[config.mk]
export PLATFORM = sky130hd
export DESIGN_NAME = vec_dispatcher
export DESIGN_NICKNAME = d
export VERILOG_FILES = /design/src/verilog/vec_pkg.sv /design/src/verilog/vec_dispatcher.sv
export SDC_FILE = /design/constraint.sdc
export NUM_CORES = 1
export LEC_CHECK = 0
export BUFFER_PORTS_ARGS = -buffer_cell sky130_fd_sc_hd__buf_4
export CORE_MARGIN = 2
export CORE_UTILIZATION = 30
export CTS_BUF_LIST = sky130_fd_sc_hd__clkbuf_4 sky130_fd_sc_hd__clkbuf_8 sky130_fd_sc_hd__clkbuf_16
export CTS_CLUSTER_DIAMETER = 60
export DETAILED_ROUTE_END_ITERATION = 7
export GPL_ROUTABILITY_DRIVEN = 0
export SYNTH_ARGS = -nofsm -noshare
export SYNTH_HDL_FRONTEND = slang
export SYNTH_SLANG_ARGS = --single-unit
[constraint.sdc]
create_clock -name clk_i -period 3.7 [get_ports clk_i]
set_clock_uncertainty 0.05 [all_clocks]
set_input_delay 0.925 -clock clk_i [delete_from_list [all_inputs] [get_ports clk_i]]
set_output_delay 0.925 -clock clk_i [all_outputs]
set_load 0.05 [all_outputs]
[src/verilog/vec_pkg.sv]
////////////////////////////////////////
// Vector unit shared definitions
// Element and register sizes, opcodes and instruction fields
////////////////////////////////////////

package vec_pkg;

  ////////////////////////////////////////
  // Sizes
  ////////////////////////////////////////

  // Bits per vector element
  localparam int unsigned ElemWidth = 32;
  // Architectural vector registers
  localparam int unsigned NrVRegs = 8;
  // Element slots per register in each lane, power of two
  localparam int unsigned MaxElemsPerLane = 4;
  // Upper bound for the lane count
  localparam int unsigned MaxNrLanes = 8;

  typedef logic [ElemWidth-1:0] elem_t;
  typedef logic [2:0]           vreg_idx_t;
  // Wide enough for MaxNrLanes * MaxElemsPerLane
  typedef logic [5:0]           vl_t;

  ////////////////////////////////////////
  // Opcodes
  ////////////////////////////////////////

  // Codes 10 to 15 are illegal
  typedef enum logic [3:0] {
    OP_SETVL   = 4'd0,
    OP_VADD    = 4'd1,
    OP_VSUB    = 4'd2,
    OP_VAND    = 4'd3,
    OP_VOR     = 4'd4,
    OP_VXOR    = 4'd5,
    OP_VADDX   = 4'd6,
    OP_VMVVX   = 4'd7,
    OP_VMVXS   = 4'd8,
    OP_VREDSUM = 4'd9
  } vec_op_e;

  ////////////////////////////////////////
  // Instruction fields
  ////////////////////////////////////////

  // Bits not covered below are ignored
  localparam int unsigned OpcodeLsb = 0;
  localparam int unsigned OpcodeMsb = 3;
  localparam int unsigned VdLsb     = 4;
  localparam int unsigned VdMsb     = 6;
  localparam int unsigned Vs1Lsb    = 7;
  localparam int unsigned Vs1Msb    = 9;
  localparam int unsigned Vs2Lsb    = 10;
  localparam int unsigned Vs2Msb    = 12;

endpackage

[src/verilog/vec_dispatcher.sv]
////////////////////////////////////////
// Vector dispatcher
// Decodes host instructions, keeps vl, issues vector work
// and returns the host response
////////////////////////////////////////

`timescale 1ns/1ps

module vec_dispatcher #(
  parameter int unsigned NrLanes = 4
) (
  input  logic                clk_i,
  input  logic                reset_i,
  // Host side
  input  logic                req_valid_i,
  input  logic [31:0]         insn_i,
  input  vec_pkg::elem_t      scalar_i,
  output logic                busy_o,
  output logic                resp_valid_o,
  output vec_pkg::elem_t      resp_result_o,
  output logic                resp_error_o,
  // Sequencer side
  output logic                issue_o,
  output vec_pkg::vec_op_e    op_o,
  output vec_pkg::vreg_idx_t  vd_o,
  output vec_pkg::vreg_idx_t  vs1_o,
  output vec_pkg::vreg_idx_t  vs2_o,
  output vec_pkg::elem_t      scalar_o,
  output vec_pkg::vl_t        vl_o,
  input  logic                seq_done_i,
  input  vec_pkg::elem_t      seq_result_i
);

  localparam int unsigned VLMAX = NrLanes * vec_pkg::MaxElemsPerLane;

  typedef enum logic {
    IDLE,
    WAIT
  } disp_state_e;

  disp_state_e  state_q;
  vec_pkg::vl_t vl_q;
  vec_pkg::vl_t vl_next;
  logic [3:0]   opcode;
  logic         insn_legal;
  logic         is_setvl;
  logic         accept;

  ////////////////////////////////////////
  // Decode
  ////////////////////////////////////////

  assign opcode     = insn_i[vec_pkg::OpcodeMsb:vec_pkg::OpcodeLsb];
  assign insn_legal = opcode <= 4'(vec_pkg::OP_VREDSUM);
  assign is_setvl   = opcode == 4'(vec_pkg::OP_SETVL);
  assign accept     = req_valid_i && (state_q == IDLE);

  // New vl saturates at VLMAX
  assign vl_next = (scalar_i > vec_pkg::elem_t'(VLMAX)) ? vec_pkg::vl_t'(VLMAX)
                                                       : scalar_i[$bits(vec_pkg::vl_t)-1:0];

  assign busy_o = state_q == WAIT;
  assign vl_o   = vl_q;

  ////////////////////////////////////////
  // Control FSM
  ////////////////////////////////////////

  always_ff @(posedge clk_i) begin
    if (reset_i) begin
      state_q      <= IDLE;
      vl_q         <= '0;
      issue_o      <= 1'b0;
      resp_valid_o <= 1'b0;
    end else begin
      issue_o      <= 1'b0;
      resp_valid_o <= 1'b0;
      case (state_q)
        IDLE: begin
          if (req_valid_i) begin
            // SETVL and illegal codes finish here
            if (is_setvl || !insn_legal) begin
              resp_valid_o <= 1'b1;
            end else begin
              issue_o <= 1'b1;
              state_q <= WAIT;
            end
            if (is_setvl) begin
              vl_q <= vl_next;
            end
          end
        end
        WAIT: begin
          if (seq_done_i) begin
            resp_valid_o <= 1'b1;
            state_q      <= IDLE;
          end
        end
        default: state_q <= IDLE;
      endcase
    end
  end

  // Issued instruction and response payload
  always_ff @(posedge clk_i) begin
    if (accept && insn_legal) begin
      op_o     <= vec_pkg::vec_op_e'(opcode);
      vd_o     <= insn_i[vec_pkg::VdMsb:vec_pkg::VdLsb];
      vs1_o    <= insn_i[vec_pkg::Vs1Msb:vec_pkg::Vs1Lsb];
      vs2_o    <= insn_i[vec_pkg::Vs2Msb:vec_pkg::Vs2Lsb];
      scalar_o <= scalar_i;
    end
    if (accept && !insn_legal) begin
      resp_result_o <= '0;
      resp_error_o  <= 1'b1;
    end else if (accept && is_setvl) begin
      resp_result_o <= vec_pkg::elem_t'(vl_next);
      resp_error_o  <= 1'b0;
    end else if (busy_o && seq_done_i) begin
      resp_result_o <= seq_result_i;
      resp_error_o  <= 1'b0;
    end
  end

  // Host must wait for busy to drop before the next request
  assert property (@(posedge clk_i) disable iff (reset_i) busy_o |-> !req_valid_i)
    else $error("request while busy");

endmodule

==> metrics.txt <==
TritonCTS buffer count 9; power per cell area 511 mW/mm²; post_cts resized 0; status complete, no violations; Routed WL 7.65 mm; Post-Syn Area 0.00294 mm²; # clock sinks 87; post-CTS setup buffers 0; Buffers on Ports 167; CP startpoint kind input pin; clock buffer depth 2; Worst VDD drop 174 µV; pin count of the biggest net entering global routing 28; # placed instances 527; H-tree levels 3; via count 2370; share of cells above drive strength 1 47.1%; die height 103 µm; Worst EP required 3710 ps; CTS tree built; Die Wd 103 µm; YS warnings 0; CP max stage delay 660 ps; Post-Syn Area per Cell 12.5 µm²; Diodes inserted 0; setup ws final 1210 ps; post-route ant nets 0; min-delay worst type register to register; Peak Freq 401 MHz; worst hold stages 2; TNS Setup 0 ps; GRT Util Overall 13.7%; # rows 36; DR iter-0 viols 49; maxcap violations 0; core box area 0.00964 mm²; vias in the first global route 2128; Seq/Total Area, Yosys 74.6%; Non-Filler Instances 543; reg2reg path depth 3; Synth cell types 29; Post-CTS Hold Fix Bufs 0; area post-placement 0.00437 mm²; area added between synthesis and finish 55.7%; Fin Hold WS 405 ps; critical path fanouts, max 25; Hold Fails Final Rpt 0; Overall Power 2.34 mW; Nets 505; post-route cell area 0.00457 mm²; initial antenna violation count 0; worst-skew pair later-pin latency 350 ps; final-report max-slew violation count 0; clk slew on worst S/H paths 90 ps; die area 0.0106 mm²; Final Critical Period 2490 ps; Setup Viol. Count Final 0; CP Capture Type register; # DRC 0; Final HPWL DP 5.72 mm; RSZ-0062 raised after global routing no; cell count after synthesis 234; WS Path Type input pin to register; # IOs 187; Static Leakage 1.90 nW; first-pass GRT wire length 10.9 mm; max_slew headroom 38.0%; Slew @ Worst Pin 928 ps; Initial DRT Pass Iterations 4; #FFs+latches synth 87; setup slack at placement 820 ps; initial cell density of the core 30.5%; DR WL/cell 14.1 µm; Overflow after GRT 0; worst-path cell with the longest stage delay nor2b_4; Synthesized Nets 334; FILL cells 915; worst path cell trace buf_4, o21ai_0, nor2b_4, buf_12; clk root buf clkbuf_8; Tcrit/Tclk final 67.4%; fin util 47.4%; Arrival @ worst endpoint 2510 ps; Vias/cell 4.36
[cell usage in the layout (no fill, tap or decap)]
cell	count
buf_4	170
nand2_1	59
edfxtp_1	45
dfxtp_1	42
a21oi_1	33
clkbuf_8	9
nor2_1	6
o21ai_0	5
mux2i_1	5
nor4_1	4
nand4_1	4
or4_1	3
nand2b_1	2
clkinv_4	2
nor2b_4	1
or2_2	1
nor2_2	1
or4_4	1
or3_1	1
a2111oi_4	1
and4_1	1
nor3_1	1
and3b_1	1
a211oi_1	1
and2_1	1
a21oi_4	1
o22ai_1	1
nand3b_1	1
nor3b_1	1
inv_8	1
bufinv_16	1
clkinv_2	1
inv_6	1
clkinvlp_4	1
buf_12	1
[power breakdown]
group	leakage, nW	internal (mW)	total (mW)	switching (mW)
registers	0.768	1.09	1.12	0.0304
clock network	0.102	0.320	0.676	0.356
logic	1.03	0.177	0.537	0.360
[area by class of cell]
cell class | instances | area (µm²) | share of cell area (%)
flip-flops and latches | 87 | 2190 | 47.9
repair buffers | 171 | 1300 | 28.3
multi-input cells | 136 | 714 | 15.6
well taps | 133 | 166 | 3.64
clock buffers | 9 | 124 | 2.71
clock inverters | 7 | 80.1 | 1.75
[cells in the mapped netlist]
cell type / n / share of area (%)
or3_1: 1 / 0.21
a21oi_2: 1 / 0.30
nor2b_1: 1 / 0.21
or4_4: 1 / 0.38
or2_2: 1 / 0.21
nand4_1: 4 / 0.85
o21ai_0: 5 / 0.85
nand3b_1: 1 / 0.26
nand2b_1: 2 / 0.43
and3b_1: 1 / 0.30
buf_1: 2 / 0.26
edfxtp_1: 45 / 46
dfxtp_1: 42 / 29
clkbuf_1: 6 / 0.77
buf_2: 3 / 0.51
mux2i_1: 5 / 1.7
and4_1: 1 / 0.30
a21oi_1: 33 / 5.6
nor2_2: 1 / 0.21
nand2_1: 59 / 7.5
nor3_1: 1 / 0.17
nor2_1: 6 / 0.77
nor3b_1: 1 / 0.26
nor4_1: 4 / 0.85
or4_1: 3 / 0.77
and2_1: 1 / 0.21
a2111oi_4: 1 / 0.94
o22ai_1: 1 / 0.21
a211oi_1: 1 / 0.26
[metal layers]
metal | part of all wire (%) | track usage [%] | vias to the layer above
met2 | 47 | 22.0 | 116
met5 | 0 | 0 | -
met1 | 41 | 16.7 | 1078
met4 | 1.1 | 5.77 | 0
met3 | 11 | 4.95 | 7
li1 | - | - | 1169
[sequential cells by signal, indices dropped and copies added, names as in the netlist]
name           count
busy_o             1
issue_o            1
op_o               4
resp_error_o       1
resp_result_o     32
resp_valid_o       1
scalar_o          32
vd_o               3
vl_o               6
vs1_o              3
vs2_o              3
[final timing paths]
path	startpoint	end	slack, ps
hold / removal	vl_o[0]	vl_o[0]	410
hold reg to reg	vl_o[0]	vl_o[0]	410
setup reg to reg	busy_o	vs2_o[1]	1900
setup / recovery	insn_i[1]	vs2_o[1]	1210
[worst max-delay path, delay by kind of cell]
family                 cells  cell delay, ps
AOI/OAI and AO/OA          1             530
buffers and inverters      2             370
and+or+nand+nor            1             660
[kinds of logic after synthesis]
| kind of cell | synth area share (%) |
|---|---|
| buf+inv | 1.53 |
| flops | 74.6 |
| simple gates | 13.9 |
| compound gates | 8.18 |
| mux | 1.70 |
No activity file was read; power rests on OpenSTA's default activity.
