--- src/verilog/vec_pkg.sv ---
////////////////////////////////////////
// Vector unit shared definitions
// Element and register sizes, opcodes and instruction fields
////////////////////////////////////////

package vec_pkg;

  ////////////////////////////////////////
  // Sizes
  ////////////////////////////////////////

  // Bits per vector element
  localparam int unsigned ElemWidth = 32;
  // Architectural vector registers
  localparam int unsigned NrVRegs = 8;
  // Element slots per register in each lane, power of two
  localparam int unsigned MaxElemsPerLane = 4;
  // Upper bound for the lane count
  localparam int unsigned MaxNrLanes = 8;

  typedef logic [ElemWidth-1:0] elem_t;
  typedef logic [2:0]           vreg_idx_t;
  // Wide enough for MaxNrLanes * MaxElemsPerLane
  typedef logic [5:0]           vl_t;

  ////////////////////////////////////////
  // Opcodes
  ////////////////////////////////////////

  // Codes 10 to 15 are illegal
  typedef enum logic [3:0] {
    OP_SETVL   = 4'd0,
    OP_VADD    = 4'd1,
    OP_VSUB    = 4'd2,
    OP_VAND    = 4'd3,
    OP_VOR     = 4'd4,
    OP_VXOR    = 4'd5,
    OP_VADDX   = 4'd6,
    OP_VMVVX   = 4'd7,
    OP_VMVXS   = 4'd8,
    OP_VREDSUM = 4'd9
  } vec_op_e;

  ////////////////////////////////////////
  // Instruction fields
  ////////////////////////////////////////

  // Bits not covered below are ignored
  localparam int unsigned OpcodeLsb = 0;
  localparam int unsigned OpcodeMsb = 3;
  localparam int unsigned VdLsb     = 4;
  localparam int unsigned VdMsb     = 6;
  localparam int unsigned Vs1Lsb    = 7;
  localparam int unsigned Vs1Msb    = 9;
  localparam int unsigned Vs2Lsb    = 10;
  localparam int unsigned Vs2Msb    = 12;

endpackage

--- src/verilog/vec_lane.sv ---
////////////////////////////////////////
// Vector lane
// Register file slice, element loop and integer ALU
////////////////////////////////////////

`timescale 1ns/1ps

module vec_lane #(
  parameter int unsigned NrLanes = 4,
  parameter int unsigned LaneId  = 0
) (
  input  logic               clk_i,
  input  logic               reset_i,
  input  logic               start_i,
  input  vec_pkg::vec_op_e   op_i,
  input  vec_pkg::vreg_idx_t vd_i,
  input  vec_pkg::vreg_idx_t vs1_i,
  input  vec_pkg::vreg_idx_t vs2_i,
  input  vec_pkg::elem_t     scalar_i,
  input  vec_pkg::vl_t       vl_i,
  output logic               done_o,
  output vec_pkg::elem_t     partial_o
);

  localparam int unsigned VLMAX = NrLanes * vec_pkg::MaxElemsPerLane;
  localparam int unsigned SlotW = $clog2(vec_pkg::MaxElemsPerLane);
  localparam int unsigned CntW  = SlotW + 1;

  vec_pkg::elem_t vrf_q [vec_pkg::NrVRegs][vec_pkg::MaxElemsPerLane];

  logic             running_q;
  logic [SlotW-1:0] slot_q;
  logic [SlotW-1:0] mv_slot;
  logic [CntW-1:0]  elem_cnt;
  logic             active;
  logic             last_slot;
  logic             elem_op;
  logic             wr_en;
  vec_pkg::elem_t   src_a;
  vec_pkg::elem_t   src_b;
  vec_pkg::elem_t   alu_res;

  ////////////////////////////////////////
  // Element bookkeeping
  ////////////////////////////////////////

  // Elements LaneId, LaneId+NrLanes, ... below vl belong here
  always_comb begin
    if (vl_i > vec_pkg::vl_t'(LaneId)) begin
      elem_cnt = CntW'((vl_i - vec_pkg::vl_t'(LaneId) - 1'b1) / NrLanes + 1);
    end else begin
      elem_cnt = '0;
    end
  end

  assign active    = CntW'(slot_q) < elem_cnt;
  assign last_slot = (CntW'(slot_q) + 1'b1) >= elem_cnt;
  // Slot of element k for a scalar read, k wraps at VLMAX
  assign mv_slot   = SlotW'((scalar_i % VLMAX) / NrLanes);

  ////////////////////////////////////////
  // ALU
  ////////////////////////////////////////

  always_comb begin
    src_a   = vrf_q[vs2_i][slot_q];
    src_b   = vrf_q[vs1_i][slot_q];
    alu_res = '0;
    elem_op = 1'b1;
    case (op_i)
      vec_pkg::OP_VADD:  alu_res = src_a + src_b;
      vec_pkg::OP_VSUB:  alu_res = src_a - src_b;
      vec_pkg::OP_VAND:  alu_res = src_a & src_b;
      vec_pkg::OP_VOR:   alu_res = src_a | src_b;
      vec_pkg::OP_VXOR:  alu_res = src_a ^ src_b;
      vec_pkg::OP_VADDX: alu_res = src_a + scalar_i;
      vec_pkg::OP_VMVVX: alu_res = scalar_i;
      default:           elem_op = 1'b0;
    endcase
  end

  // Tail elements at or above vl are never written
  assign wr_en = elem_op && running_q && active;

  always_ff @(posedge clk_i) begin
    if (reset_i) begin
      running_q <= 1'b0;
      done_o    <= 1'b0;
      slot_q    <= '0;
      for (int r = 0; r < vec_pkg::NrVRegs; r++) begin
        for (int s = 0; s < vec_pkg::MaxElemsPerLane; s++) begin
          vrf_q[r][s] <= '0;
        end
      end
    end else begin
      done_o <= 1'b0;
      if (start_i) begin
        running_q <= 1'b1;
        slot_q    <= '0;
      end else if (running_q) begin
        slot_q <= slot_q + 1'b1;
        // At least one cycle even with no active elements
        if (last_slot) begin
          running_q <= 1'b0;
          done_o    <= 1'b1;
        end
      end
      if (wr_en) begin
        vrf_q[vd_i][slot_q] <= alu_res;
      end
    end
  end

  // Partial sum, or the element picked for a scalar read
  always_ff @(posedge clk_i) begin
    if (start_i) begin
      partial_o <= (op_i == vec_pkg::OP_VMVXS) ? vrf_q[vs2_i][mv_slot] : '0;
    end else if (running_q && active && (op_i == vec_pkg::OP_VREDSUM)) begin
      partial_o <= partial_o + src_a;
    end
  end

  // Sequencer never restarts a lane mid-instruction
  assert property (@(posedge clk_i) disable iff (reset_i) start_i |-> !running_q)
    else $error("lane %0d started while running", LaneId);

endmodule

--- config.mk ---
export PLATFORM = sky130hd
export DESIGN_NAME = vec_lane
export DESIGN_NICKNAME = d
export VERILOG_FILES = /design/src/verilog/vec_pkg.sv /design/src/verilog/vec_lane.sv
export SDC_FILE = /design/constraint.sdc
export NUM_CORES = 2
export LEC_CHECK = 0
export BUFFER_PORTS_ARGS = -buffer_cell sky130_fd_sc_hd__buf_4
export CORE_MARGIN = 2
export CORE_UTILIZATION = 40
export DETAILED_ROUTE_END_ITERATION = 10
export HOLD_SLACK_MARGIN = 0.03
export PLACE_DENSITY = 0.61
export REMOVE_ABC_BUFFERS = 1
export SLEW_MARGIN = 20
export SYNTH_ARGS = -nofsm -noshare
export SYNTH_HDL_FRONTEND = slang
export SYNTH_SLANG_ARGS = --single-unit
export TNS_END_PERCENT = 10
--- constraint.sdc ---
create_clock -name clk_i -period 9.6 [get_ports clk_i]
set_input_delay 0 -clock clk_i [delete_from_list [all_inputs] [get_ports clk_i]]
set_output_delay 0 -clock clk_i [all_outputs]
set_load 0.05 [all_outputs]
==> metrics.txt <==
status complete, no violations; Post-Syn Area 61200 sq um; Layout area overhead 11.2%; Worst Setup Start Kind flop; net switching power 3.70 mW; drt first pass iters 9; Worst-path clk slew 0.07 ns; Top FF cell, synth edfxtp_1; Placed Instances 6481; DRT Wirelength 245000 um; Synthesis Warnings 0; Fmax 123 MHz; skew final 0.0367 ns; Pins Over Slew Limit 0; via count 45200; clk root buf clkbuf_16; Required @ worst endpoint 10.05 ns; Inserted Clock Buffers 110; syn_area_per_cell 13.1 sq um; r2r setup slk 1.49 ns; GRT overflow 0; Final Non-Filler Cells 6699; HP Class in2reg; gr usage total 0.309; clock power share 0.358; nets 4776; Setup TNS Final 0 ns; PwrDens 182 nW/um^2; synthesized flop and latch total 1060; Leak Pwr 23.9 nW; most common cell in the synthesized netlist nor2_1; CP Capture Type flop; HPWL after detailed placement 145000 um; VDD IR-drop max 0.000175 V; internal power 8.68 mW; final period utilization 0.844; Yosys top cell by area edfxtp_1; Yosys top cell area share 0.518; vias in the first global route 44100; Synth area leaders edfxtp_1 (52%), mux4_2 (19%), nor2_1 (6.5%); PortBufs 86; Seq pwr share 0.437; die width 395 um; number of synthesized flops with an enable pin 1056; DP Area 64400 sq um; Yosys cell types 78; Synth async-reset ratio 0; cell count after synthesis 4662; setup bufs post-CTS 0; Die H 395 um; Die Area 156000 sq um; Switching Share 0.299; Row Count 143; Slew HR 0.202; commonest cells in the netlist nor2_1 (1066), edfxtp_1 (1056), mux4_2 (503); worst slew pin tran 1.16 ns; worst path arrival time 8.56 ns; register area share after synthesis 0.519; WL/cell 36.6 um; DRC Markers 0; Max Root-Sink Buffers 3; Final Hold Fails 0; DRT iter0 DRCs 7078; first-pass GRT wire length 340000 um; final setup vio count 0; H-tree lvl count 3; combinational power share 0.205; Initial Utilization 0.403; RD Place Congestion 0.960; share of cells above drive strength 1 0.225; min Tclk post-route 8.11 ns; ANT nets after route 0; Core ar. 152000 sq um; CP Max Fanout 32; largest net degree at the start of global routing 99; Crit Path Class reg2reg; initial antenna violation count 13; DR vias/cell 6.75; CTS tree built; I/O pin cnt 87; Clock Latency Late Sink 0.76 ns; max-cap viol count 0; clock sinks 1060; Design Area, Final 68100 sq um; RSZ-0062 raised after global routing false
power by group through the flow:
stage	clock, mW	combinational [mW]	sequential [mW]
after floorplan	0	1.33	5.54
after global routing	4.59	2.64	5.42
after detailed placement	0	2.45	5.50
after CTS	4.42	2.47	5.40
final	4.43	2.54	5.41
after global placement	0	2.44	5.49
per-layer routing:
| metal | wire length (um) | vias up | GRT usage |
|---|---|---|---|
| li1 | - | 17700 | - |
| met1 | 87300 | 23100 | 0.393 |
| met2 | 109000 | 3611 | 0.469 |
| met3 | 32100 | 806 | 0.0889 |
| met4 | 16700 | 12 | 0.181 |
| met5 | 75 | - | 0 |
placed cells by master (no fill, tap or decap), types with 14 or more instances in the layout:
master,Yosys,layout
a211oi_1,19,17
a21o_1,35,35
a21oi_1,98,82
a222oi_1,20,20
a22oi_1,79,79
a31oi_1,47,45
and3_1,14,14
buf_4,28,215
bufinv_16,0,14
clkbuf_1,303,25
clkbuf_16,0,113
clkinv_1,0,26
clkinv_2,0,16
edfxtp_1,1056,1056
ha_1,143,143
inv_1,83,81
mux2_2,36,36
mux2i_1,300,300
mux4_2,503,503
nand2_1,125,93
nand2_2,0,26
nand2b_1,46,14
nand2b_2,0,16
nand2b_4,0,16
nand3_1,67,67
nand4_1,20,20
nor2_1,1066,1061
nor2b_1,21,19
nor3_1,45,43
nor3b_1,17,15
o21ai_0,95,94
o221ai_1,20,20
o22ai_1,31,31
xnor2_1,55,55
xor2_1,22,22
sequential cells by signal, indices dropped and copies added, names as in the netlist:
register   flops
done_o         1
partial_o     32
running_q      1
slot_q         2
vrf_q       1024
cell type report:
class                      instances  area, sq um
antenna                            3         7.51
clock buffer                     138         2920
clock inverter                    63          669
fill                           13500        83800
inverter                          86          324
multi-input combinational       3077        27900
sequential                      1060        31800
tap                             2030         2540
timing repair buffer             242         1980
repair_timing:
item	CTS	global route
hold buffers	13	0
hold endpoints to repair	99	0
resized for setup	0	0
endpoints found under the setup margin	0	0
per-stage QoR:
step / worst slack [ns] / util / power (mW) / hold slack [ns]
after floorplan: 1.47 / - / 6.87 / 0.0691
after global placement: 1.68 / 0.424 / 7.93 / 0.445
after detailed placement: 1.70 / 0.424 / 7.95 / 0.452
after CTS: 1.79 / 0.448 / 12.3 / 0.0350
after global routing: 1.27 / 0.448 / 12.6 / 0.118
final: 1.49 / 0.448 / 12.4 / 0.0816
cell families after synthesis:
logic type                 count (synthesis)  share of synthesized area
muxes                                    846                      0.244
buffers and inverters                    525                     0.0362
AOI/OAI and AO/OA                        530                     0.0584
xor gates and xnor gates                  77                     0.0110
and+or+nand+nor                         1479                      0.102
adders and majority gates                145                     0.0299
DFF                                     1060                      0.519
critical path: stages, from the launching register on:
cell      delay (ns)
dfxtp_4         0.47
inv_1           0.73
nor2_1          0.19
buf_4           0.30
nand3_1         0.14
nand3_1         0.16
a221oi_2        0.69
nand4_1         0.67
or3_1           0.59
or2_2           0.31
nor4_1          0.24
xnor2_1         0.16
o221ai_1        0.16
ha_1            0.41
nand3_1         0.14
nor2_1          0.19
nand2_1         0.07
a21oi_1         0.35
o22ai_1         0.25
o21ai_0         0.48
a31o_2          0.25
nand4_1         0.14
nand4_1         0.13
buf_4           0.35
a31oi_1         0.15
worst paths after layout:
check | start | to | cells after the start
worst max-delay path | slot_q[1] | vrf_q[3][63] | 24
worst min-delay path | scalar_i[29] | vrf_q[2][125] | 6
worst max register to register | slot_q[1] | vrf_q[3][63] | 24
worst min register to register | running_q | done_o | 1
(Power assumes the default switching activity.)
