===== src/verilog/vec_pkg.sv =====
////////////////////////////////////////
// Vector unit shared definitions
// Element and register sizes, opcodes and instruction fields
////////////////////////////////////////

package vec_pkg;

  ////////////////////////////////////////
  // Sizes
  ////////////////////////////////////////

  // Bits per vector element
  localparam int unsigned ElemWidth = 32;
  // Architectural vector registers
  localparam int unsigned NrVRegs = 8;
  // Element slots per register in each lane, power of two
  localparam int unsigned MaxElemsPerLane = 4;
  // Upper bound for the lane count
  localparam int unsigned MaxNrLanes = 8;

  typedef logic [ElemWidth-1:0] elem_t;
  typedef logic [2:0]           vreg_idx_t;
  // Wide enough for MaxNrLanes * MaxElemsPerLane
  typedef logic [5:0]           vl_t;

  ////////////////////////////////////////
  // Opcodes
  ////////////////////////////////////////

  // Codes 10 to 15 are illegal
  typedef enum logic [3:0] {
    OP_SETVL   = 4'd0,
    OP_VADD    = 4'd1,
    OP_VSUB    = 4'd2,
    OP_VAND    = 4'd3,
    OP_VOR     = 4'd4,
    OP_VXOR    = 4'd5,
    OP_VADDX   = 4'd6,
    OP_VMVVX   = 4'd7,
    OP_VMVXS   = 4'd8,
    OP_VREDSUM = 4'd9
  } vec_op_e;

  ////////////////////////////////////////
  // Instruction fields
  ////////////////////////////////////////

  // Bits not covered below are ignored
  localparam int unsigned OpcodeLsb = 0;
  localparam int unsigned OpcodeMsb = 3;
  localparam int unsigned VdLsb     = 4;
  localparam int unsigned VdMsb     = 6;
  localparam int unsigned Vs1Lsb    = 7;
  localparam int unsigned Vs1Msb    = 9;
  localparam int unsigned Vs2Lsb    = 10;
  localparam int unsigned Vs2Msb    = 12;

endpackage


===== src/verilog/vec_sequencer.sv =====
////////////////////////////////////////
// Vector sequencer
// Broadcasts one instruction to all lanes and merges results
////////////////////////////////////////

`timescale 1ns/1ps

module vec_sequencer #(
  parameter int unsigned NrLanes = 4
) (
  input  logic                              clk_i,
  input  logic                              reset_i,
  // Dispatcher side
  input  logic                              issue_i,
  input  vec_pkg::vec_op_e                  op_i,
  input  vec_pkg::vreg_idx_t                vd_i,
  input  vec_pkg::vreg_idx_t                vs1_i,
  input  vec_pkg::vreg_idx_t                vs2_i,
  input  vec_pkg::elem_t                    scalar_i,
  input  vec_pkg::vl_t                      vl_i,
  output logic                              done_o,
  output vec_pkg::elem_t                    result_o,
  // Lane side, held stable until done
  output logic                              start_o,
  output vec_pkg::vec_op_e                  op_o,
  output vec_pkg::vreg_idx_t                vd_o,
  output vec_pkg::vreg_idx_t                vs1_o,
  output vec_pkg::vreg_idx_t                vs2_o,
  output vec_pkg::elem_t                    scalar_o,
  output vec_pkg::vl_t                      vl_o,
  input  logic [NrLanes-1:0]                lane_done_i,
  input  vec_pkg::elem_t [NrLanes-1:0]      lane_partial_i
);

  localparam int unsigned VLMAX    = NrLanes * vec_pkg::MaxElemsPerLane;
  localparam int unsigned LaneSelW = (NrLanes > 1) ? $clog2(NrLanes) : 1;

  typedef enum logic [1:0] {
    IDLE,
    RUN,
    RESP
  } seq_state_e;

  seq_state_e          state_q;
  logic [NrLanes-1:0]  seen_q;
  logic                all_done;
  logic [LaneSelW-1:0] lane_sel;
  vec_pkg::elem_t      red_sum;
  vec_pkg::elem_t      result_d;

  assign all_done = &(seen_q | lane_done_i);
  assign done_o   = state_q == RESP;
  // Element k sits in lane k mod NrLanes
  assign lane_sel = LaneSelW'((scalar_o % VLMAX) % NrLanes);

  ////////////////////////////////////////
  // Result merge
  ////////////////////////////////////////

  always_comb begin
    red_sum = scalar_o;
    for (int i = 0; i < NrLanes; i++) begin
      red_sum = red_sum + lane_partial_i[i];
    end
    case (op_o)
      vec_pkg::OP_VREDSUM: result_d = red_sum;
      vec_pkg::OP_VMVXS:   result_d = lane_partial_i[lane_sel];
      default:             result_d = '0;
    endcase
  end

  always_ff @(posedge clk_i) begin
    if (reset_i) begin
      state_q <= IDLE;
      start_o <= 1'b0;
      seen_q  <= '0;
    end else begin
      start_o <= 1'b0;
      case (state_q)
        IDLE: begin
          if (issue_i) begin
            start_o <= 1'b1;
            seen_q  <= '0;
            state_q <= RUN;
          end
        end
        RUN: begin
          seen_q <= seen_q | lane_done_i;
          if (all_done) begin
            state_q <= RESP;
          end
        end
        default: state_q <= IDLE;
      endcase
    end
  end

  always_ff @(posedge clk_i) begin
    if ((state_q == IDLE) && issue_i) begin
      op_o     <= op_i;
      vd_o     <= vd_i;
      vs1_o    <= vs1_i;
      vs2_o    <= vs2_i;
      scalar_o <= scalar_i;
      vl_o     <= vl_i;
    end
    if ((state_q == RUN) && all_done) begin
      result_o <= result_d;
    end
  end

  // Lanes only report while an instruction is running
  assert property (@(posedge clk_i) disable iff (reset_i) |lane_done_i |-> state_q == RUN)
    else $error("lane done outside RUN");

  if (NrLanes == 0 || NrLanes != 2 ** $clog2(NrLanes))
    $error("NrLanes must be a power of two");
  if (NrLanes > vec_pkg::MaxNrLanes)
    $error("NrLanes exceeds MaxNrLanes");

endmodule


===== config.mk =====
export PLATFORM = sky130hd
export DESIGN_NAME = vec_sequencer
export DESIGN_NICKNAME = d
export VERILOG_FILES = /design/src/verilog/vec_pkg.sv /design/src/verilog/vec_sequencer.sv
export SDC_FILE = /design/constraint.sdc
export NUM_CORES = 1
export LEC_CHECK = 0
export BUFFER_PORTS_ARGS = -buffer_cell sky130_fd_sc_hd__buf_2
export CORE_MARGIN = 2
export CORE_UTILIZATION = 40
export CTS_CLUSTER_DIAMETER = 100
export DETAILED_ROUTE_END_ITERATION = 8
export PLACE_DENSITY = 0.76
export SYNTH_ARGS = -nofsm -noshare
export SYNTH_HDL_FRONTEND = slang
export SYNTH_SLANG_ARGS = --single-unit

===== constraint.sdc =====
create_clock -name clk_i -period 11.7 [get_ports clk_i]
set_input_delay 0.585 -clock clk_i [delete_from_list [all_inputs] [get_ports clk_i]]
set_output_delay 0.585 -clock clk_i [all_outputs]
set_load 0.05 [all_outputs]

==> results of run 1 <==
[sequential cells by signal, indices dropped and copies added (netlist names)]
name and cells:
op_o 4, result_o 32, scalar_o 32, seen_q 4
start_o 1, state_q 2, vd_o 3, vl_o 6
vs1_o 3, vs2_o 3
[cells in the mapped netlist, drive strengths merged, types with 3 or more instances]
master    n
inv     290
fa       92
edfxtp   83
nand2    49
o21ai    44
ha       32
mux4     32
a21oi    23
xnor2    20
clkbuf   15
nor2     15
xor2     13
a21o     12
a31oi     9
buf       7
dfxtp     7
nor2b     7
nor3      7
and2      5
a211oi    4
nand2b    4
nand3     4
nand4     4
o21a      4
and3      3
nor3b     3
o211ai    3
o31ai     3
[power groups by stage]
| stage | sequential, uW | clock (uW) | combinational, uW |
|---|---|---|---|
| 2_1_floorplan | 444 | 0 | 761 |
| 3_5_place_dp | 392 | 0 | 1050 |
| 3_3_place_gp | 391 | 0 | 1020 |
| 6_report | 384 | 290 | 1060 |
| 5_1_grt | 386 | 309 | 1190 |
| 4_1_cts | 384 | 298 | 1060 |
[logic make-up after synthesis]
kind of cell / after synthesis
flip-flops: 90
adder cells (fa/ha/maj): 124
AND/OR/NAND/NOR: 110
XOR/XNOR: 33
multiplexers: 33
buffers and inverters: 312
AO/OA/AOI/OAI: 122
[area by class of cell]
class                           instances  share of cell area
Clock inverter                          6             0.00470
Clock buffer                           10              0.0220
Tap cell                              275              0.0331
Inverter                              290               0.105
Sequential cell                        90               0.253
Timing Repair Buffer                  275               0.134
Multi-Input combinational cell        422               0.448
[worst register-to-register path, delay by kind of cell (launching register included)]
family | cells | cell delay, ps
AO/OA/AOI/OAI | 6 | 1140
flip-flops | 1 | 330
buffers and inverters | 4 | 730
AND/OR/NAND/NOR | 1 | 240
XOR/XNOR | 1 | 140
adder cells (fa/ha/maj) | 5 | 2030
[through the flow]
stage	power, uW	instances
finish	1730	1368
global route	1880	1368
CTS	1740	1368
detailed placement	1440	1352
global placement	1420	1352
floorplan	1200	824
[path summary, 6_finish.rpt]
path                                              from  slack, ps  depth (start not counted)                      to
worst max-delay path             scalar_o[1]$_DFFE_PP_       6820                         17  result_o[29]$_DFFE_PP_
worst min-delay path                      scalar_i[21]        400                          1  scalar_o[21]$_DFFE_PP_
worst max register to register   scalar_o[1]$_DFFE_PP_       6820                         17  result_o[29]$_DFFE_PP_
worst min register to register  seen_q[0]$_SDFFE_PP0P_        470                          2  seen_q[0]$_SDFFE_PP0P_
[layer usage]
metal | vias to the layer above | track usage | wire (um)
met5 | - | 0 | 0
met4 | 0 | 0.0519 | 251
met3 | 17 | 0.0343 | 1320
met2 | 239 | 0.340 | 10600
met1 | 3194 | 0.251 | 9140
li1 | 3124 | - | -
==> impl_summary.log, run 1 <==
[metrics] Period Utilization, post-route: 0.417
[metrics] peak per-stage delay on the critical path: 570 ps
[metrics] crit-path leading delay family: adder cells
[metrics] worst slew margin relative to its limit: 0.413
[metrics] final count of negative-setup-slack endpoints: 0
[metrics] RSZ-0062 raised after global routing: false
[metrics] GP Congestion: 0.817
[metrics] startpoint types: register
[metrics] Crit path arrival time: 4960 ps
[metrics] grt ovf: 0
[metrics] clk sinks: 90
[metrics] DRC: 0
[metrics] adder-cell share of the synthesized area: 0.265
[metrics] via count of the first global-routing pass: 6,881
[metrics] number of buffers added on ports: 270
[metrics] worst IR drop on VDD: 0.0912 mV
[metrics] Crit path buffers/inverters: 4
[metrics] largest net degree at the start of global routing: 37
[metrics] proportion of synthesized chip area in sequential cells: 0.311
[metrics] count of synthesis-stage warnings from yosys: 0
[metrics] nets: 1,398
[metrics] Die X-Extent: 149 um
[metrics] cell area power density: 167 nW/um^2
[metrics] distinct cell type count after synthesis: 63
[metrics] average size of a mapped cell: 10.3 um^2
[metrics] row count: 53
[metrics] largest cells by area after synthesis: edfxtp_1, fa_1, inv_1
[metrics] Area growth syn-to-layout: 22.9%
[metrics] Wirelength per Cell: 15.6 um
[metrics] library cell with the largest summed area after synthesis: edfxtp_1
[metrics] antenna violations before repair: 0
[metrics] area taken by flip-flops and latches: 2630 um^2
[metrics] All-Layer GR Usage: 0.195
[metrics] number of H-tree levels: 3
[metrics] total vias in the final route: 6,574
[metrics] Gate Count Post-Synth: 824
[metrics] nets in the synthesized netlist: 1,134
[metrics] library cell appearing most often on the critical path: fa_1
[metrics] crit-path cells: buf_4 > inv_1 > fa_1 > fa_1 > fa_1 > inv_1 > ha_1 > inv_1 > fa_1 > and2b_1 > o2111ai_2 > a31oi_4 > o21ai_2 > a41o_4 > o31ai_4 > xnor2_1 > o21ai_1
[metrics] Slowest-stage cell, CP: fa_1
[metrics] slew at the pin with the worst max-slew slack: 878 ps
[metrics] CTS Hold Buffers Added: 0
[metrics] final number of hold-violating endpoints: 0
[metrics] path type of the worst min-delay path: primary input to register
[metrics] netlist area before placement: 8450 um^2
[metrics] number of max-cap violations: 0
[metrics] maximum number of buffers from clock root to sink: 2
[metrics] number of top-level design ports: 271
[metrics] routed wire length: 21.3 mm
[metrics] dominant combinational cell family by area after synthesis: adder cells
[metrics] post-route design area: 10,400 um^2
[metrics] end-of-flow core utilization: 0.497
[metrics] n_diodes: 0
[metrics] setup_tns: 0 ps
[metrics] part of the power in registers: 0.222
[metrics] TritonCTS clock tree: yes
[metrics] number of enable-type register cells in the synthesized netlist: 83
[metrics] ANT nets after route: 0
[metrics] first-pass GRT wire length: 34.0 mm
[metrics] worst setup slack before clock tree synthesis: 6790 ps
[metrics] initial cell density of the core: 0.405
[metrics] number of synthesized register bits: 90
[metrics] Core Region: 20,900 um^2
[metrics] simple-gate portion of the synthesized area: 0.0641
[metrics] worst setup path category: register to register
[metrics] DR vias/cell: 4.81
[metrics] internal power of the cells: 955 uW
[metrics] Fin Hold WS: 402 ps
[metrics] Initial DRC Count: 351
[metrics] clock latency on the worst-skew pair: 350 ps
[metrics] buffers inserted by post-CTS timing repair: 0
[metrics] layout filler cell count: 1,942
[metrics] skew final: 12.4 ps
[metrics] xor/xnor share of the synthesized area: 0.0342
[metrics] commonest non-fill, non-tap cell in the layout: inv_1
[metrics] Primary FF master, synth: edfxtp_1
[metrics] net switching power figure: 775 uW
[metrics] f_max: 0.205 GHz
[metrics] static leakage: 0.00530 uW
[metrics] Clock Root Buffer: clkbuf_16
[metrics] post-cts sizing count: 0
[metrics] Post-synth ARST share: 0
[metrics] DIE HEIGHT: 149 um
[metrics] area of the die: 22,300 um^2
[metrics] layout cell share with drive strength beyond 1: 0.310
[metrics] Critical Path Fanout Max: 34
[metrics] total clock buffers created by CTS: 9
[metrics] clock transition at the register clock pins on the worst setup and hold paths after CTS: 80 ps
[metrics] part of the power in the clock network: 0.168
[metrics] final setup slack of the worst path: 6820 ps
[metrics] placed instance area: 10,100 um^2
[metrics] outcome: finished, final reports clean
[metrics] area taken by multi-input logic gates: 4650 um^2
[metrics] detailed-placement wirelength estimate: 17.3 mm
[metrics] switching part of the total power: 0.448
[metrics] Final Max Tran Viols: 0
[metrics] multiplexer share of the synthesized area: 0.0865
[metrics] share of power burned in combinational logic: 0.610
[metrics] WP data required: 11,790 ps
[metrics] sort of element at the end of the critical path: register
[metrics] share of the synthesized area in the top cell type: 0.295
[metrics] shortest clock period the worst path allows after layout: 4880 ps
[metrics] highest-count cells in the layout ignoring fill and taps: inv_1, buf_2, fa_1
[metrics] count of TritonRoute iterations in the first routing pass: 4
[metrics] Compound-Gate Fraction of Synth Area: 0.0983
Note: power is estimated with default switching activity, not from simulation.
==> inputs of run 2 (changes only) <==
--- a/config.mk
+++ b/config.mk
@@ -5,12 +5,13 @@
 export SDC_FILE = /design/constraint.sdc
 export NUM_CORES = 1
 export LEC_CHECK = 0
+export ABC_AREA = 1
 export BUFFER_PORTS_ARGS = -buffer_cell sky130_fd_sc_hd__buf_2
 export CORE_MARGIN = 2
 export CORE_UTILIZATION = 40
 export CTS_CLUSTER_DIAMETER = 100
 export DETAILED_ROUTE_END_ITERATION = 8
-export PLACE_DENSITY = 0.76
+export PLACE_DENSITY = 0.78
 export SYNTH_ARGS = -nofsm -noshare
 export SYNTH_HDL_FRONTEND = slang
 export SYNTH_SLANG_ARGS = --single-unit
==> constraint.sdc (replaced) <==
create_clock -name clk_i -period 4.1 [get_ports clk_i]
set_input_delay 0.205 -clock clk_i [delete_from_list [all_inputs] [get_ports clk_i]]
set_output_delay 0.205 -clock clk_i [all_outputs]
set_load 0.05 [all_outputs]
==> impl_summary.log, run 2 <==
[metrics] register-to-register setup slack: 280 ps (-6550 ps)
[metrics] nets in the synthesized netlist: 1,569 (+38%)
[metrics] number of enable-type register cells in the synthesized netlist: 83 (unchanged)
[metrics] placed instance area: 11,000 um^2 (+9.0%)
[metrics] commonest cells in the netlist: inv_1, nand2_1, fa_1, o21ai_0, edfxtp_1
[metrics] largest registers: result_o x32, scalar_o x32, vl_o x6
[metrics] detailed-placement wirelength estimate: 21.5 mm (+24%)
[metrics] post-route design area: 11,300 um^2 (+9.1%)
[metrics] highest-count cells in the layout ignoring fill and taps: inv_1, buf_2, nand2_1
[metrics] buffers inserted by post-CTS timing repair: 0 (unchanged)
[metrics] All-Layer GR Usage: 0.219 (+0.0243)
[metrics] cell area power density: 467 nW/um^2 (+180%)
[metrics] row count: 55 (+3.8%)
[metrics] share of the synthesized area in the top cell type: 0.268 (-0.0272)
[metrics] via count of the first global-routing pass: 8,704 (+26%)
[metrics] DIE HEIGHT: 157 um (+4.8%)
[metrics] total vias in the final route: 8,523 (+30%)
[metrics] most common cell in the synthesized netlist: inv_1
[metrics] Clock Root Buffer: clkbuf_16
[metrics] number of H-tree levels: 3 (unchanged)
[metrics] number of max-cap violations: 0 (unchanged)
[metrics] worst slew margin relative to its limit: 0.243 (-0.170)
[metrics] Initial DRC Count: 489 (+39%)
[metrics] clock latency on the worst-skew pair: 360 ps (about the same)
[metrics] average size of a mapped cell: 7.39 um^2 (-28%)
[metrics] f_max: 0.261 GHz (+28%)
[metrics] Area growth syn-to-layout: 21.7%
[metrics] number of buffers added on ports: 270 (unchanged)
[metrics] Core Region: 22,800 um^2 (+9.0%)
[metrics] clock transition at the register clock pins on the worst setup and hold paths after CTS: 80 ps (about the same)
[metrics] Gate Count Post-Synth: 1,259 (+53%)
[metrics] number of top-level design ports: 271 (unchanged)
[metrics] final count of negative-setup-slack endpoints: 0 (unchanged)
[metrics] final number of hold-violating endpoints: 0 (unchanged)
[metrics] maximum number of buffers from clock root to sink: 2 (unchanged)
[metrics] start of the worst register-to-register path: scalar_o[1]$_DFFE_PP_
[metrics] layout cell share with drive strength beyond 1: 0.216 (-0.0945)
[metrics] grt ovf: 0 (unchanged)
[metrics] static leakage: 0.00637 uW (+20%)
[metrics] termination of the worst setup path: result_o[29]$_DFFE_PP_
[metrics] Register-to-Register Path Depth: 18 (+1)
[metrics] library cell with the largest summed area after synthesis: edfxtp_1
[metrics] path type of the worst min-delay path: primary input to register
[metrics] shortest clock period the worst path allows after layout: 3820 ps (-1050 ps)
[metrics] Primary FF master, synth: edfxtp_1
[metrics] nets: 1,835 (+31%)
[metrics] RSZ-0062 raised after global routing: false
[metrics] largest cells by area after synthesis: edfxtp_1, fa_1, inv_1
[metrics] routed wire length: 26.3 mm (+24%)
[metrics] outcome: finished, final reports clean
[metrics] end of the worst register-to-register path: result_o[29]$_DFFE_PP_
[metrics] initial cell density of the core: 0.409 (+0.00412)
[metrics] sort of element at the end of the critical path: register
[metrics] worst setup path category: register to register
[metrics] antenna violations before repair: 0 (unchanged)
[metrics] startpoint types: register
[metrics] area of the die: 24,500 um^2 (+9.9%)
[metrics] launch point of the critical path: scalar_o[1]$_DFFE_PP_
[metrics] hold wc startpoint: scalar_i[31]
[metrics] Period Utilization, post-route: 0.933 (+0.516)
[metrics] proportion of synthesized chip area in sequential cells: 0.283 (-0.0287)
[metrics] TritonCTS clock tree: yes
[metrics] n_diodes: 0 (unchanged)
[metrics] ANT nets after route: 0 (unchanged)
[metrics] layout filler cell count: 2,256 (+16%)
[metrics] WP data required: 4220 ps (-7570 ps)
[metrics] slew at the pin with the worst max-slew slack: 1130 ps (+254 ps)
[metrics] Critical Path Fanout Max: 4 (-88%)
[metrics] Die X-Extent: 157 um (+4.8%)
[metrics] commonest non-fill, non-tap cell in the layout: inv_1
[metrics] Post-synth ARST share: 0 (unchanged)
[metrics] Wirelength per Cell: 14.3 um (-8.2%)
[metrics] total clock buffers created by CTS: 9 (unchanged)
[metrics] count of TritonRoute iterations in the first routing pass: 5 (+1)
[metrics] Crit path arrival time: 3940 ps (-1020 ps)
[metrics] setup_tns: 0 ps (unchanged)
[metrics] largest net degree at the start of global routing: 84 (+130%)
[metrics] first-pass GRT wire length: 42.0 mm (+24%)
[metrics] count of synthesis-stage warnings from yosys: 0 (unchanged)
[metrics] GP Congestion: 0.894 (+9.5%)
[metrics] number of cells on the worst hold path: 1 (unchanged)
[metrics] worst IR drop on VDD: 0.196 mV (+120%)
[metrics] DR vias/cell: 4.62 (-3.8%)
[metrics] number of synthesized register bits: 90 (unchanged)
[metrics] netlist area before placement: 9310 um^2 (+10%)
[metrics] end-of-flow core utilization: 0.498 (about the same)
[metrics] distinct cell type count after synthesis: 35 (-44%)
[metrics] Final Max Tran Viols: 0 (unchanged)
[metrics] skew final: 10.4 ps (-2.03 ps)
[metrics] clk sinks: 90 (unchanged)
[metrics] DRC: 0 (unchanged)
[run 2: cell types whose count changed after synthesis, sizes merged, moves of 32 or more]
cell	previous run	this run
mux4	32	0
a21oi	23	70
o21ai	44	93
nor2	15	74
inv	290	410
nand3	4	54
nand2	49	272
[run 2: through the flow]
| step | setup slack [ps] | total power (uW) | cells | hold WS [ps] |
|---|---|---|---|---|
| after floorplan | 22.5 | 3560 | 1259 | 274 |
| after global placement | 259 | 4380 | 1825 | 381 |
| after detailed placement | 189 | 4410 | 1825 | 383 |
| after CTS | 186 | 5310 | 1843 | 2.61 |
| after global routing | 63.4 | 5840 | 1843 | 1.04 |
| final | 275 | 5290 | 1843 | 16.9 |
[run 2: kinds of logic after synthesis]
group	Yosys count	share of synthesized area
AOI/OAI and AO/OA	176	0.0988
xor gates and xnor gates	8	0.00753
adders and majority gates	124	0.241
buffers and inverters	436	0.178
DFF	90	0.283
and+or+nand+nor	425	0.193
[run 2: where the power goes]
group | leakage, uW | internal (uW) | switching, uW | total, uW
sequential | 0.000824 | 1060 | 17.1 | 1080
combinational | 0.00540 | 1130 | 2210 | 3340
clock | 0.000142 | 427 | 443 | 870
[run 2: how the worst min path moves through the flow]
stage,end
3_5_place_dp,scalar_o[31]$_DFFE_PP_
6_report,scalar_o[31]$_DFFE_PP_
3_3_place_gp,scalar_o[13]$_DFFE_PP_
4_1_cts,scalar_o[23]$_DFFE_PP_
2_1_floorplan,state_q[0]$_SDFFE_PP0P_
5_1_grt,scalar_o[31]$_DFFE_PP_
[run 2: what timing repair did]
action,in CTS,in global routing
endpoints found under the setup margin,0,1
hold buffers,2,0
hold endpoints to repair,2,0
resized for setup,0,1
[run 2: final cells by class]
| cell class | instances | area [um^2] | share of cell area |
|---|---|---|---|
| clock inverters | 7 | 61.3 | 0.00541 |
| clock buffers | 9 | 225 | 0.0199 |
| multi-input cells | 733 | 5050 | 0.445 |
| well taps | 313 | 392 | 0.0346 |
| repair buffers | 280 | 1430 | 0.126 |
| flip-flops and latches | 90 | 2630 | 0.232 |
| inverters | 411 | 1540 | 0.136 |
[run 2: worst max-delay path: stages (launching register included)]
cell and delay, ps:
edfxtp_1 380, clkinv_2 80, fa_1 550, fa_1 430
fa_1 430, inv_1 70, ha_2 170, inv_1 50
fa_1 450, inv_1 130, nand3_1 90, nand3_1 150
nand3_1 110, nand3_2 170, nand2_1 90, nand2_1 80
nand2_1 40, nand3_1 60, nand2_1 50
[run 2: metal layers]
metal | vias to the layer above | GRT usage | wire length [um]
li1 | 4291 | - | -
met1 | 3953 | 0.288 | 11500
met2 | 238 | 0.369 | 12600
met3 | 41 | 0.0390 | 1650
met4 | 0 | 0.0703 | 640
met5 | - | 0 | 0
